## src/hw/his_builder_cfg.svh

```systemverilog
`ifndef HIS_BUILDER_CFG_SVH
`define HIS_BUILDER_CFG_SVH

// time code coming in with each write strobe
`define HB_CODE_W     6
// low code bits dropped when forming the bin number
`define HB_BIN_SHIFT  3
// bin number width follows from the code
`define HB_BIN_W      (`HB_CODE_W - `HB_BIN_SHIFT)
// bins per bank, mapped bins at or above this are out of range
`define HB_BINS       6
// bin counter width, counts saturate at all ones
`define HB_COUNT_W    3

// frame shape: inputs per pixel, pixels per acquisition, acquisitions per frame
`define HB_DATA_NUM   2
`define HB_PIXEL_NUM  3
`define HB_ACQ_NUM    2

`endif

```

## src/hw/his_mem_pkg.sv

```systemverilog
`include "his_builder_cfg.svh"

package his_mem_pkg;

    // bin number within one bank
    typedef logic [`HB_BIN_W-1:0] bin_index_t;

    // per bin event count
    typedef logic [`HB_COUNT_W-1:0] bin_count_t;

    // saturation point of a bin
    localparam bin_count_t count_max = '1;

    // last valid bin of a bank
    localparam bin_index_t bin_last = bin_index_t'(`HB_BINS - 1);

endpackage

```

## src/hw/his_seq_pkg.sv

```systemverilog
`include "his_builder_cfg.svh"

package his_seq_pkg;

    // sweep both banks first, then count events
    typedef enum logic {
        st_clear,
        st_count
    } seq_state_t;

    // decoded event class, registered by the decode stage
    typedef enum logic [1:0] {
        op_none,
        op_incr,
        // counted toward the frame but lands in no bin
        op_range,
        // arrived during the clear sweep, dropped
        op_busy
    } event_op_t;

endpackage
```

## src/hw/his_acq_sequencer.sv

```systemverilog
`timescale 1ns/100ps
`include "his_builder_cfg.svh"

module his_acq_sequencer (
    input  logic                    clk,
    input  logic                    res,
    input  his_seq_pkg::event_op_t  op,
    output logic                    clearing,
    output logic                    clr_en,
    output his_mem_pkg::bin_index_t clr_index,
    output logic                    his_num,
    output logic                    acq_count_finish
);

    localparam int IN_W  = (`HB_DATA_NUM > 1) ? $clog2(`HB_DATA_NUM) : 1;
    localparam int PIX_W = (`HB_PIXEL_NUM > 1) ? $clog2(`HB_PIXEL_NUM) : 1;
    localparam int ACQ_W = (`HB_ACQ_NUM > 1) ? $clog2(`HB_ACQ_NUM) : 1;

    his_seq_pkg::seq_state_t state;
    // second pass of the sweep
    logic                    sweep_pass;

    logic [IN_W-1:0]  input_count;
    logic [PIX_W-1:0] pixel_count;
    logic [ACQ_W-1:0] acq_count;

    logic counted;
    logic input_last;
    logic pixel_last;
    logic acq_last;

    // busy and idle ops never reach the counters
    assign counted = (op == his_seq_pkg::op_incr) || (op == his_seq_pkg::op_range);

    assign input_last = input_count == IN_W'(`HB_DATA_NUM - 1);
    assign pixel_last = pixel_count == PIX_W'(`HB_PIXEL_NUM - 1);
    assign acq_last   = acq_count == ACQ_W'(`HB_ACQ_NUM - 1);

    assign clearing = (state == his_seq_pkg::st_clear);
    // memory zeroes clr_index in both banks while sweeping
    assign clr_en   = clearing;

    // clear sweep, two passes over the bin range
    always_ff @(posedge clk or negedge res) begin
        if (!res) begin
            state      <= his_seq_pkg::st_clear;
            sweep_pass <= 1'b0;
            clr_index  <= '0;
        end else if (state == his_seq_pkg::st_clear) begin
            if (clr_index == his_mem_pkg::bin_last) begin
                clr_index  <= '0;
                sweep_pass <= 1'b1;
                if (sweep_pass) begin
                    state <= his_seq_pkg::st_count;
                end
            end else begin
                clr_index <= clr_index + 1'b1;
            end
        end
    end

    // nested input / pixel / acquisition counters
    always_ff @(posedge clk or negedge res) begin
        if (!res) begin
            input_count      <= '0;
            pixel_count      <= '0;
            acq_count        <= '0;
            his_num          <= 1'b0;
            acq_count_finish <= 1'b0;
        end else begin
            // single cycle pulse
            acq_count_finish <= 1'b0;
            if (counted) begin
                if (!input_last) begin
                    input_count <= input_count + 1'b1;
                end else begin
                    input_count <= '0;
                    if (!pixel_last) begin
                        pixel_count <= pixel_count + 1'b1;
                    end else begin
                        pixel_count <= '0;
                        if (!acq_last) begin
                            acq_count <= acq_count + 1'b1;
                        end else begin
                            // frame complete, swap banks
                            acq_count        <= '0;
                            his_num          <= ~his_num;
                            acq_count_finish <= 1'b1;
                        end
                    end
                end
            end
        end
    end

endmodule

```

## src/hw/his_bin_memory.sv

```systemverilog
`timescale 1ns/100ps
`include "his_builder_cfg.svh"

module his_bin_memory (
    input  logic                    clk,
    input  logic                    res,
    input  his_seq_pkg::event_op_t  op,
    input  his_mem_pkg::bin_index_t bin,
    input  logic                    his_num,
    input  logic                    clr_en,
    input  his_mem_pkg::bin_index_t clr_index,
    input  logic                    rd_en,
    input  his_mem_pkg::bin_index_t rd_index,
    output his_mem_pkg::bin_count_t rd_count
);

    // bank then bin
    his_mem_pkg::bin_count_t mem [0:1][0:`HB_BINS-1];

    // write stage of the increment pipeline
    logic                    s1_valid;
    logic                    s1_bank;
    his_mem_pkg::bin_index_t s1_bin;
    his_mem_pkg::bin_count_t s1_count;
    his_mem_pkg::bin_count_t s1_next;

    logic                    fwd_hit;
    his_mem_pkg::bin_count_t s0_count;
    // readout always works on the idle bank
    logic                    rd_bank;

    assign rd_bank = ~his_num;

    // saturating increment
    assign s1_next = (s1_count == his_mem_pkg::count_max) ? s1_count : s1_count + 1'b1;

    // same bin and bank still in the write stage
    // array not updated yet, take the pipeline value
    assign fwd_hit  = s1_valid && (s1_bank == his_num) && (s1_bin == bin);
    assign s0_count = fwd_hit ? s1_next : mem[his_num][bin];

    // read stage, capture bank with the op
    // his_num may toggle before the write lands
    always_ff @(posedge clk or negedge res) begin
        if (!res) begin
            s1_valid <= 1'b0;
        end else begin
            s1_valid <= (op == his_seq_pkg::op_incr);
        end
    end

    always_ff @(posedge clk) begin
        if (op == his_seq_pkg::op_incr) begin
            s1_bank  <= his_num;
            s1_bin   <= bin;
            s1_count <= s0_count;
        end
    end

    // array writes
    // sweep, read-and-clear on the idle bank, increment on the active bank
    always_ff @(posedge clk) begin
        if (clr_en) begin
            mem[0][clr_index] <= '0;
            mem[1][clr_index] <= '0;
        end else begin
            if (rd_en) begin
                mem[rd_bank][rd_index] <= '0;
            end
            if (s1_valid) begin
                mem[s1_bank][s1_bin] <= s1_next;
            end
        end
    end

    // result one cycle after rd_en
    always_ff @(posedge clk) begin
        if (rd_en) begin
            rd_count <= mem[rd_bank][rd_index];
        end
    end

endmodule

```

## src/hw/his_builder_top.sv

```systemverilog
`timescale 1ns/100ps
`include "his_builder_cfg.svh"

module his_builder_top (
    input  logic                    clk,
    input  logic                    res,
    input  logic                    wr_en,
    input  logic [`HB_CODE_W-1:0]   addr,
    output logic                    clearing,
    output logic                    his_num,
    output logic                    acq_count_finish,
    output logic                    bin_valid,
    output his_mem_pkg::bin_index_t bin_index,
    output his_mem_pkg::bin_count_t bin_count
);

    his_seq_pkg::event_op_t  op;
    his_mem_pkg::bin_index_t bin;
    logic                    clr_en;
    his_mem_pkg::bin_index_t clr_index;
    logic                    rd_en;
    his_mem_pkg::bin_index_t rd_index;
    his_mem_pkg::bin_count_t rd_count;

    // strobe and code to op and bin
    his_event_decode u_decode (
        .clk      (clk),
        .res      (res),
        .wr_en    (wr_en),
        .addr     (addr),
        .clearing (clearing),
        .op       (op),
        .bin      (bin)
    );

    // sweep, frame counting, bank swap
    his_acq_sequencer u_seq (
        .clk              (clk),
        .res              (res),
        .op               (op),
        .clearing         (clearing),
        .clr_en           (clr_en),
        .clr_index        (clr_index),
        .his_num          (his_num),
        .acq_count_finish (acq_count_finish)
    );

    // two histogram banks
    his_bin_memory u_mem (
        .clk       (clk),
        .res       (res),
        .op        (op),
        .bin       (bin),
        .his_num   (his_num),
        .clr_en    (clr_en),
        .clr_index (clr_index),
        .rd_en     (rd_en),
        .rd_index  (rd_index),
        .rd_count  (rd_count)
    );

    // finished bank out after each frame
    his_readout u_readout (
        .clk              (clk),
        .res              (res),
        .acq_count_finish (acq_count_finish),
        .rd_en            (rd_en),
        .rd_index         (rd_index),
        .rd_count         (rd_count),
        .bin_valid        (bin_valid),
        .bin_index        (bin_index),
        .bin_count        (bin_count)
    );

endmodule

```

## src/hw/his_event_decode.sv

```systemverilog
`timescale 1ns/100ps
`include "his_builder_cfg.svh"

module his_event_decode (
    input  logic                    clk,
    input  logic                    res,
    input  logic                    wr_en,
    input  logic [`HB_CODE_W-1:0]   addr,
    input  logic                    clearing,
    output his_seq_pkg::event_op_t  op,
    output his_mem_pkg::bin_index_t bin
);

    // bin number is the upper part of the time code
    his_mem_pkg::bin_index_t code_bin;
    logic                    in_range;

    assign code_bin = addr[`HB_CODE_W-1:`HB_BIN_SHIFT];
    // top codes map past the last bin
    assign in_range = code_bin <= his_mem_pkg::bin_last;

    // event class, one cycle after the strobe
    always_ff @(posedge clk or negedge res) begin
        if (!res) begin
            op <= his_seq_pkg::op_none;
        end else if (!wr_en) begin
            op <= his_seq_pkg::op_none;
        end else if (clearing) begin
            // banks are being swept, event is lost
            op <= his_seq_pkg::op_busy;
        end else if (!in_range) begin
            op <= his_seq_pkg::op_range;
        end else begin
            op <= his_seq_pkg::op_incr;
        end
    end

    // bin travels next to op
    // only meaningful with op_incr
    always_ff @(posedge clk) begin
        if (wr_en) begin
            bin <= code_bin;
        end
    end

endmodule

```

## src/hw/his_readout.sv

```systemverilog
`timescale 1ns/100ps
`include "his_builder_cfg.svh"

module his_readout (
    input  logic                    clk,
    input  logic                    res,
    input  logic                    acq_count_finish,
    output logic                    rd_en,
    output his_mem_pkg::bin_index_t rd_index,
    input  his_mem_pkg::bin_count_t rd_count,
    output logic                    bin_valid,
    output his_mem_pkg::bin_index_t bin_index,
    output his_mem_pkg::bin_count_t bin_count
);

    // frame end delayed by one cycle
    // gives the last increment of the old bank time to land
    logic start_dly;

    always_ff @(posedge clk or negedge res) begin
        if (!res) begin
            start_dly <= 1'b0;
            rd_en     <= 1'b0;
            rd_index  <= '0;
            bin_valid <= 1'b0;
        end else begin
            start_dly <= acq_count_finish;
            // count comes back one cycle after the read
            bin_valid <= rd_en;
            if (start_dly) begin
                rd_en    <= 1'b1;
                rd_index <= '0;
            end else if (rd_en) begin
                // walk bins 0 up to the last one
                if (rd_index == his_mem_pkg::bin_last) begin
                    rd_en <= 1'b0;
                end else begin
                    rd_index <= rd_index + 1'b1;
                end
            end
        end
    end

    // index delayed to line up with rd_count
    always_ff @(posedge clk) begin
        bin_index <= rd_index;
    end

    // count is already registered in the memory
    assign bin_count = rd_count;

endmodule

```

## config.mk

```make
export PLATFORM = sky130hd
export DESIGN_NAME = his_builder_top
export DESIGN_NICKNAME = d
export VERILOG_FILES = /design/src/hw/his_mem_pkg.sv /design/src/hw/his_seq_pkg.sv /design/src/hw/his_acq_sequencer.sv /design/src/hw/his_bin_memory.sv /design/src/hw/his_builder_top.sv /design/src/hw/his_event_decode.sv /design/src/hw/his_readout.sv
export VERILOG_INCLUDE_DIRS = /design/src /design/src/hw
export SDC_FILE = /design/constraint.sdc
export NUM_CORES = 1
export LEC_CHECK = 0
export BUFFER_PORTS_ARGS = -buffer_cell sky130_fd_sc_hd__buf_2
export CORE_AREA = 8 8 86 88
export DETAILED_ROUTE_END_ITERATION = 6
export DIE_AREA = 0 0 94 96
export PLACE_DENSITY = 0.76
export SYNTH_ARGS = -nofsm -noshare
export SYNTH_HDL_FRONTEND = slang
export SYNTH_SLANG_ARGS = --single-unit
```

## constraint.sdc

```tcl
create_clock -name clk -period 2 [get_ports clk]
set_input_delay 0.4 -clock clk [delete_from_list [all_inputs] [get_ports clk]]
set_output_delay 0.4 -clock clk [all_outputs]
set_load 0.05 [all_outputs]
```

### Word level (Yosys, flattened, before mapping)

Memory sizes are Yosys's and may differ from the RTL's.
Index checks and enable logic that the tools add are counted.

| cells by class | value |
|---|---|
| add/subtract/negate cells | 6 |
| magnitude comparators | 8 |
| equal/unequal tests | 9 |
| multiplexer cells | 47 |
| bitwise operators | 6 |
| reduce and logical (&&, ||, !) cells | 14 |

Operators with widths:

| cell | count |
|---|---|
| 18-bit 2-to-1 mux | 7 |
| 3-bit 2-to-1 mux | 13 |
| 18-bit OR reduction | 2 |
| 3-bit demux with 3-bit select | 3 |
| 3-bit binary-select mux with 3-bit select | 2 |
| 1-bit 2-to-1 mux | 18 |
| 4-bit greater-or-equal comparator (second input constant) | 4 |
| 3-bit NOT with 4-bit output | 4 |
| 4-bit by 1-bit < comparator with 1-bit output (second input constant) | 3 |
| 3-bit by 1-bit adder with 3-bit output (second input constant) | 3 |
| 3-bit == test (second input constant) | 3 |
| 2-bit 2-to-1 mux | 4 |
| 2-bit AND reduction | 3 |
| 1-bit logical AND | 5 |
| 2-bit == test (second input constant) | 2 |
| 4-bit AND reduction | 1 |
| 3-bit == test | 1 |
| 3-bit <= comparator (second input constant) | 1 |
| 3-bit AND reduction | 1 |
| 1-bit adder (second input constant) | 2 |
| 2-bit by 1-bit adder with 2-bit output (second input constant) | 1 |
| 2-bit by 1-bit == test with 1-bit output (second input constant) | 1 |
| 2-bit by 1-bit != test with 1-bit output (second input constant) | 1 |
| 1-bit NOT | 2 |
| other kinds (3) | 3 |

| storage, ports and cells | value |
|---|---|
| flip-flop bits (word level) | 36 |
| memory bits (writable) | 36 |
| input bits | 9 |
| output and inout port bits | 10 |
| memories kept | 1 |

Memories:

| name | depth | width | read ports | clocked after Yosys merged registers in | wr ports | RTL line | RTL |
|---|---|---|---|---|---|---|---|
| u_mem.mem | 2 | 18 | 2 | 0 | 2 | his_bin_memory.sv:18 | `` his_mem_pkg::bin_count_t mem [0:1][0:`HB_BINS-1]; `` |

### Logic depth before layout (Yosys ltp)

Gate-level depths: netlist of the first run.

| depth | value |
|---|---|
| word-level depth | 8 |
| mapped depth | 7 |

### Hierarchy

A second synthesis of the first run with hierarchy kept.

| second synthesis, totals | value |
|---|---|
| cell total of the unflattened synthesis | 276 |
| area, all modules | 3584.7 um^2 |

Modules (own cells, without submodules):

| module | instances | cells each | area an instance (um^2) | seq. area each (um^2) |
|---|---|---|---|---|
| his_bin_memory | 1 | 206 | 2601.2 | 1406.3 |
| his_acq_sequencer | 1 | 35 | 459.2 | 275.3 |
| his_readout | 1 | 26 | 361.6 | 210.2 |
| his_event_decode | 1 | 9 | 162.7 | 140.1 |

### Least setup slack after synthesis of the first run

OpenSTA, ideal clock, no wires.

| timing | value |
|---|---|
| path type | register to register |
| start point | register u_seq.his_num |
| end point | memory u_mem.mem[0][6] (netlist name) (enable) |
| library setup time | 377 ps |
| arrival time | 1792 ps |
| slack | -169 ps |
| stages on the path, launching flop included | 6 |
| path buffers | 3 |
| period minus slack after synthesis | 2169 ps |
| cell sequence | dfrtp_1 > buf_6 > buf_6 > buf_4 > nand3_1 > o311ai_0 |

RTL lines:

| what | RTL line | RTL |
|---|---|---|
| start: declaration | his_acq_sequencer.sv:11 | `output logic his_num,` |
| start signal: assignment | his_acq_sequencer.sv:87 | `his_num <= ~his_num;` |
| end: declaration | his_bin_memory.sv:18 |  |

==> results of run 1 <==
## path summary, 6_finish.rpt
check | slack (ns) | cells after the start | end
min | 0.23 | 1 | u_decode.bin[0]
max in group asynchronous | 1.14 | 2 | u_seq.his_num
max reg2reg | 0.18 | 3 | u_mem.mem[0][6]
max | 0.18 | 3 | u_mem.mem[0][6]
min reg2reg | 0.38 | 0 | u_readout.start_dly
min in group asynchronous | 0.52 | 2 | u_readout.rd_index[1]
## cell families (layout without fill, tap and decap cells)
group,count (synthesis),after routing,share of synthesized area
multiplexers,26,26,0.141
buffers and inverters,22,53,0.0346
flip-flops,72,72,0.586
XOR/XNOR,10,10,0.0253
AO/OA/AOI/OAI,18,18,0.0361
AND/OR/NAND/NOR,123,123,0.162
adder cells (fa/ha/maj),4,4,0.0144
## where the power goes
part | internal [uW] | switching (uW) | total, uW
Combinational | 645 | 854 | 1500
Sequential | 1830 | 217 | 2050
Clock | 648 | 544 | 1190
## sequential cells by signal (all words and copies together) (netlist names)
register / cells
u_decode.bin: 3
u_decode.op: 2
u_mem.mem: 36
u_mem.rd_count: 3
u_mem.s1_bank: 1
u_mem.s1_bin: 3
u_mem.s1_count: 3
u_mem.s1_valid: 1
u_readout.bin_index: 3
u_readout.bin_valid: 1
u_readout.rd_en: 1
u_readout.rd_index: 3
u_readout.start_dly: 1
u_seq.acq_count: 1
u_seq.acq_count_finish: 1
u_seq.clr_index: 3
u_seq.his_num: 1
u_seq.input_count: 1
u_seq.pixel_count: 2
u_seq.state: 1
u_seq.sweep_pass: 1
## routing by layer
layer	vias up	global-route usage	part of all wire
li1	1044	-	-
met1	1134	0.214	0.41
met2	85	0.295	0.49
met3	22	0.0398	0.067
met4	0	0.0978	0.028
met5	-	0	0
## synth_stat cells, types with 2 or more instances
cell type,number
nor3b_1,2
nand3_1,16
mux2i_1,8
buf_6,4
nor2b_1,8
mux4_2,17
nor3_1,4
a22o_1,2
o311ai_0,3
buf_2,3
xnor2_1,5
o22ai_1,3
edfxtp_1,49
ha_1,4
nand2b_1,5
nor2_1,48
inv_1,8
a21oi_1,4
xor2_1,5
clkbuf_1,6
nand2_1,34
dfrtp_1,20
dfxtp_1,3
## critical path, stage by stage, from the launching register on
cell,delay (ns)
dfrtp_1,0.69
buf_4,0.25
inv_1,0.06
o311ai_1,0.48
## metrics by stage
step | area [sq um] | cells | power [uW] | hold WS, ns
6_report | 3880 | 383 | 4740 | 0.225
5_1_grt | 3880 | 383 | 4980 | 0.211
3_5_place_dp | 3660 | 366 | 3590 | 0.366
3_3_place_gp | 3660 | 366 | 3530 | 0.357
2_1_floorplan | 3470 | 275 | 3180 | 0.104
4_1_cts | 3880 | 383 | 4760 | 0.216
## area by class of cell
type,instances,area share
timing repair buffer,29,0.0503
tap,77,0.0248
sequential,72,0.524
multi-input combinational,181,0.340
clock inverter,5,0.0139
inverter,8,0.00774
clock buffer,11,0.0393
## repair_timing
| item | in CTS | in global routing |
|---|---|---|
| hold buffers | 1 | 0 |
| resized for setup | 0 | 1 |
| endpoints found under the setup margin | 0 | 3 |
| hold endpoints to repair | 20 | 0 |
| setup buffers | 0 | 0 |
==> impl_metrics.ini, run 1 <==
[sta]
finalSetupTns_ns = 0
setup_viol = 0
fin_ws_ns = 0.178
rsz0062_at_grt = no
skew_ns = 0.0140
post-route-min-period_ns = 1.82
finalCritPeriodShare = 0.911
drv_slew = 0
max_freq_mhz = 549
worst_slew_pin_slew_ns = 0.655
hold_viol = 0
max_slew_margin = 0.560

[setup_path]
cp-start-kind = flop
reg2reg_from = u_readout.rd_index[0]
crit_type = flop to flop
path_max_fanout = 11
cp.required_ns = 2.00
crit_start = u_readout.rd_index[0]
endpoint_kind = flop
arrival_ns = 1.82

[cells_and_area]
nNetsFinal = 314
layout_common_cells = edfxtp_1, nor2_1, nand2_1
multi_input_area_sq_um = 1320
drive_gt1_frac = 0.209
syn_to_final_growth_pct = 11.9
final_common_cell = edfxtp_1
regArea_sq_um = 2030
fill_cells = 460
num_antenna_cells = 0
post-route-util = 0.637

[clocking]
cts_sinks = 72
cts_max_path_buffers = 2
cts_root_buffer = clkbuf_8
clkSlewWorstSetupHoldPaths_ns = 0.08
cts_max_level = 3
insertion_delay_ns = 0.35
cts_tree = yes
cts_inserted_buffers = 9

[grt]
grt_first_pass_wirelength_mm = 11.8
antenna_found_initial = 0
grt_start_max_net_pins = 21
grt_usage = 0.178
grt_pass1_vias = 2370
grt_overflow = 0

[die]
fp.dieH_um = 96
start_util = 0.569
ios = 19
row_count = 29
die_w_um = 94
core-area_sq_um = 6100
dieArea_sq_um = 9020

[logic_synthesis]
syn-num-nets = 288
synth_edf_count = 49
async_flop_share = 0.278
yosysTopAreaCellShare = 0.424
syn_avg_cell_area_sq_um = 12.6
syn_inst = 275
synth_warnings = 0
synth_area_leaders = edfxtp_1, dfrtp_1, mux4_2, nor2_1, nand2_1
synth_top_area_cell = edfxtp_1
ys_seq_elements = 72
syn_area_sq_um = 3470
synth_cell_types = 37
yosysSeqAreaShare = 0.586
synth-main-ff-cell = edfxtp_1

[detailed_routing]
wl_per_cell_um = 18.4
via_per_inst = 5.97
drt_pass1_iterations = 4
ant_nets = 0
drcViolationCount = 0
drt_iter0_drc = 242
routed_wl_mm = 7.05
num_vias = 2285

[placed_design]
post-place-ws_ns = 0.192
place_hpwl_mm = 5.26
globalplace.congestion = 0.972
numPortBuffers = 15

[pwr]
p_leak_uw = 0.00156
power.density_nw_per_um2 = 1220
vdd_drop_max_mv = 0.870

[job]
maxCapViolCount = 0

[hold_path]
worstHoldStart = addr[3]
hp-class = primary input to flop

[outcome]
status = finished, final reports clean
No activity file was read; power rests on OpenSTA's default activity.
==> run 2, diff against run 1 <==
- CORE_AREA: 8 8 86 88 -> 8 8 89 91
- DIE_AREA: 0 0 94 96 -> 0 0 97 99
- PLACE_DENSITY: 0.76 -> 0.74
- clock period: 2 -> 1.5 ns (I/O delays scaled with it)
==> impl_metrics.ini, run 2 (same netlist as run 1, synthesis figures left out) <==
[die]
core-area_sq_um = 6570
die_w_um = 97
dieArea_sq_um = 9600
row_count = 30
fp.dieH_um = 99
ios = 19
start_util = 0.528

[sta]
skew_ns = 0.00868
setup_viol = 6
max_freq_mhz = 577
worst_slew_pin_slew_ns = 0.433
hold_viol = 0
drv_slew = 0
post-route-min-period_ns = 1.73
rsz0062_at_grt = yes
fin_ws_ns = -0.233
max_slew_margin = 0.711
finalCritPeriodShare = 1.16

[setup_path]
arrival_ns = 1.82
endpoint_kind = flop
r2r_end = u_mem.s1_count[0]
cp.required_ns = 1.59
cp-endpoint = u_mem.s1_count[0]
r2r_cells = 4
crit_start = u_decode.bin[1]
crit_type = flop to flop
path_max_fanout = 5
reg2reg_from = u_decode.bin[1]
cp-start-kind = flop
r2r_setup_slack_ns = -0.23

[pwr]
vdd_drop_max_mv = 1.04
total_power_uw = 6640
power.density_nw_per_um2 = 1490
p_leak_uw = 0.00186

[grt]
grt_first_pass_wirelength_mm = 12.1
grt_start_max_net_pins = 21
grt_overflow = 0
antenna_found_initial = 0
grt_pass1_vias = 2440
grt_usage = 0.164

[clocking]
insertion_delay_ns = 0.34
cts_tree = yes
cts_max_level = 3
clkSlewWorstSetupHoldPaths_ns = 0.07
cts_sinks = 72
cts_root_buffer = clkbuf_8
cts_max_path_buffers = 2
cts_inserted_buffers = 9

[detailed_routing]
drcViolationCount = 1
wl_per_cell_um = 18.3
drt_iter0_drc = 242
num_vias = 2413
routed_wl_mm = 7.80
drt_pass1_iterations = 7
via_per_inst = 5.65
ant_nets = 0

[outcome]
status = complete, but fails checks
violations = design-rule violations, negative setup slack

[placed_design]
globalplace.congestion = 0.954
place_hpwl_mm = 5.69
dp.cells = 398
post-place-ws_ns = -0.266
numPortBuffers = 15

[cells_and_area]
nNetsFinal = 357
largest_register_ffs = 36
final_common_cell = edfxtp_1
num_antenna_cells = 0
largest_register = u_mem.mem
syn_to_final_growth_pct = 28.6
drive_gt1_frac = 0.418
fin_cells = 427
layout_common_cells = edfxtp_1, buf_4, nor2_1

[hold_path]
hp-class = primary input to flop
worstHoldStart = addr[3]

[job]
maxCapViolCount = 0
## run 2: changes by cell type in the layout (fill, tap and decap cells not counted), sizes merged
cell,before,now
buf,28,71
clkbuf,11,12
clkinv,4,2
bufinv,1,0
## run 2: worst min path at each step
stage / end / slack (ns) / depth (start not counted)
after global routing: u_decode.bin[0] / 0.12 / 1
after detailed placement: u_decode.op[1] / 0.26 / 1
after floorplan: u_decode.op[0] / 0.004 / 0
after global placement: u_decode.op[1] / 0.26 / 1
after CTS: u_decode.bin[0] / 0.12 / 1
final: u_decode.bin[0] / 0.14 / 1
## run 2: per-layer routing
| layer | GRT usage | wire (um) |
|---|---|---|
| met2 | 0.270 | 4010 |
| met3 | 0.0483 | 550 |
| met1 | 0.190 | 2980 |
| met5 | 0 | 0 |
| met4 | 0.0852 | 256 |
## run 2: critical path, stage by stage (launching register included)
cell      delay (ns)
edfxtp_1        0.54
mux4_2          0.55
a22o_1          0.23
a21oi_2         0.09
mux2i_1         0.07
## run 2: cell type report
class / count / area (sq um)
clock inverter: 2 / 8.76
tap: 80 / 100
clock buffer: 12 / 135
fill: 480 / 2110
inverter: 8 / 30.0
timing repair buffer: 72 / 588
sequential: 72 / 2040
multi-input combinational: 181 / 1560
## run 2: repair_timing
item                                   in CTS  in global routing
buffers inserted                            5                 10
resized for setup                          22                 32
endpoints found under the hold margin      20                  0
setup endpoints to repair                  55                 61
cloned                                      1                  0
hold buffers                                1                  0
pin swaps                                   6                  7
## run 2: through the flow
stage / area (sq um) / util / setup TNS [ns] / hold WS (ns)
after floorplan: 3580 / - / -5.77 / 0.00441
after global placement: 4000 / 0.608 / -3.74 / 0.261
after detailed placement: 4000 / 0.608 / -4.80 / 0.263
after CTS: 4290 / 0.652 / -1.66 / 0.120
after global routing: 4460 / 0.679 / -1.51 / 0.120
final: 4460 / 0.679 / -1.16 / 0.140
## run 2: power by group
| group | internal [uW] | switching [uW] | total [uW] |
|---|---|---|---|
| combinational | 1270 | 1420 | 2690 |
| sequential | 2450 | 270 | 2720 |
| clock | 576 | 653 | 1230 |
==> run 3, diff against run 2 <==
- CORE_AREA: 8 8 89 91 -> 8 8 80 110
- DIE_AREA: 0 0 97 99 -> 0 0 88 118
- PLACE_DENSITY: 0.74 -> 0.68
==> impl_metrics.ini, run 3 (same netlist as run 1, synthesis figures left out) <==
[sta]
worst_slew_pin_slew_ns = 0.439
max_freq_mhz = 578
fin_hold_ws_ns = 0.126
finalSetupTns_ns = -1.31
max_slew_margin = 0.707
skew_ns = 0.00926
post-route-min-period_ns = 1.73
setup_viol = 23
rsz0062_at_grt = yes
fin_ws_ns = -0.230
finalCritPeriodShare = 1.15
hold_viol = 0
drv_slew = 0

[setup_path]
cp-start-kind = flop
endpoint_kind = flop
crit_type = flop to flop
cp.required_ns = 1.70
r2r_cells = 5
arrival_ns = 1.93
path_max_fanout = 5

[clocking]
clkSlewWorstSetupHoldPaths_ns = 0.08
insertion_delay_ns = 0.36
cts_root_buffer = clkbuf_8
cts_max_path_buffers = 2
cts_inserted_buffers = 9
cts_max_level = 3
cts_sinks = 72
cts_tree = yes

[detailed_routing]
routed_wl_mm = 8.18
num_vias = 2406
ant_nets = 0
drt_pass1_iterations = 4
drcViolationCount = 0
via_per_inst = 5.49
drt_iter0_drc = 174
wl_per_cell_um = 18.7

[cells_and_area]
final_common_cell = edfxtp_1
fill_cells = 524
syn_to_final_growth_pct = 34.4
nNetsFinal = 349
layout_common_cells = edfxtp_1, nor2_1, buf_4
largest_register_ffs = 36
num_antenna_cells = 0
drive_gt1_frac = 0.460
fin_area_sq_um = 4660
largest_register = u_mem.mem

[outcome]
status = complete, but fails checks
violations = negative setup slack

[die]
start_util = 0.483
core-area_sq_um = 7180
dieArea_sq_um = 10400
ios = 19
row_count = 37
die_w_um = 88
fp.dieH_um = 118

[pwr]
vdd_drop_max_mv = 1.20
power.density_nw_per_um2 = 1580
total_power_uw = 7340
p_leak_uw = 0.00191

[grt]
grt_usage = 0.162
antenna_found_initial = 0
grt_overflow = 0
grt_pass1_vias = 2574
grt_start_max_net_pins = 21
grt_first_pass_wirelength_mm = 12.2

[placed_design]
place_hpwl_mm = 5.86
globalplace.congestion = 0.898
numPortBuffers = 15
place_area_sq_um = 4020

[job]
maxCapViolCount = 0

[hold_path]
hold_depth = 1
hp-class = primary input to flop
==> run 3: metrics by stage <==
| stage | util | worst slack (ns) | std cells |
|---|---|---|---|
| finish | 0.649 | -0.230 | 438 |
| global route | 0.649 | -0.304 | 438 |
| CTS | 0.612 | -0.199 | 433 |
| detailed placement | 0.560 | -0.258 | 412 |
| global placement | 0.560 | -0.213 | 412 |
| floorplan | - | -0.308 | 275 |
==> run 3: area by class of cell <==
| cell class | instances | area, sq um | share of cell area |
|---|---|---|---|
| sequential | 72 | 2040 | 0.437 |
| clock inverter | 7 | 96.3 | 0.0207 |
| multi-input combinational | 181 | 1650 | 0.355 |
| tap | 97 | 121 | 0.0261 |
| inverter | 8 | 30.0 | 0.00645 |
| clock buffer | 9 | 124 | 0.0266 |
| timing repair buffer | 64 | 596 | 0.128 |
==> run 3: routing by layer <==
| metal | vias to the layer above | part of all wire | track usage |
|---|---|---|---|
| met5 | - | 0 | 0 |
| li1 | 1113 | - | - |
| met3 | 36 | 0.051 | 0.0426 |
| met1 | 1180 | 0.33 | 0.148 |
| met2 | 77 | 0.56 | 0.285 |
| met4 | 0 | 0.059 | 0.131 |
==> run 3: what timing repair did <==
action / CTS / global route
endpoints found under the hold margin: 20 / 0
buffers inserted: 3 / 6
gates cloned: 1 / 1
gates resized for setup: 25 / 57
hold buffers: 1 / 0
pin swaps: 10 / 18
endpoints found under the setup margin: 60 / 61
==> run 3: final timing paths <==
check,startpoint,to,slack (ns)
max reg2reg,u_decode.bin[1],u_mem.s1_count[2],-0.23
max in group asynchronous,res,u_readout.rd_index[0],0.75
min reg2reg,u_seq.acq_count_finish,u_readout.start_dly,0.38
min in group asynchronous,res,u_seq.sweep_pass,0.42
min,addr[3],u_decode.bin[0],0.13
max,u_decode.bin[1],u_mem.s1_count[2],-0.23
==> run 3: where the power goes <==
group	switching (uW)	internal, uW
logic	1510	1430
registers	293	2450
clock network	722	937
==> run 3: worst max-delay path, stage by stage (launching register included) <==
cell	delay, ns
edfxtp_1	0.49
buf_4	0.21
xor2_1	0.18
nor4_4	0.30
buf_4	0.19
mux2i_1	0.20
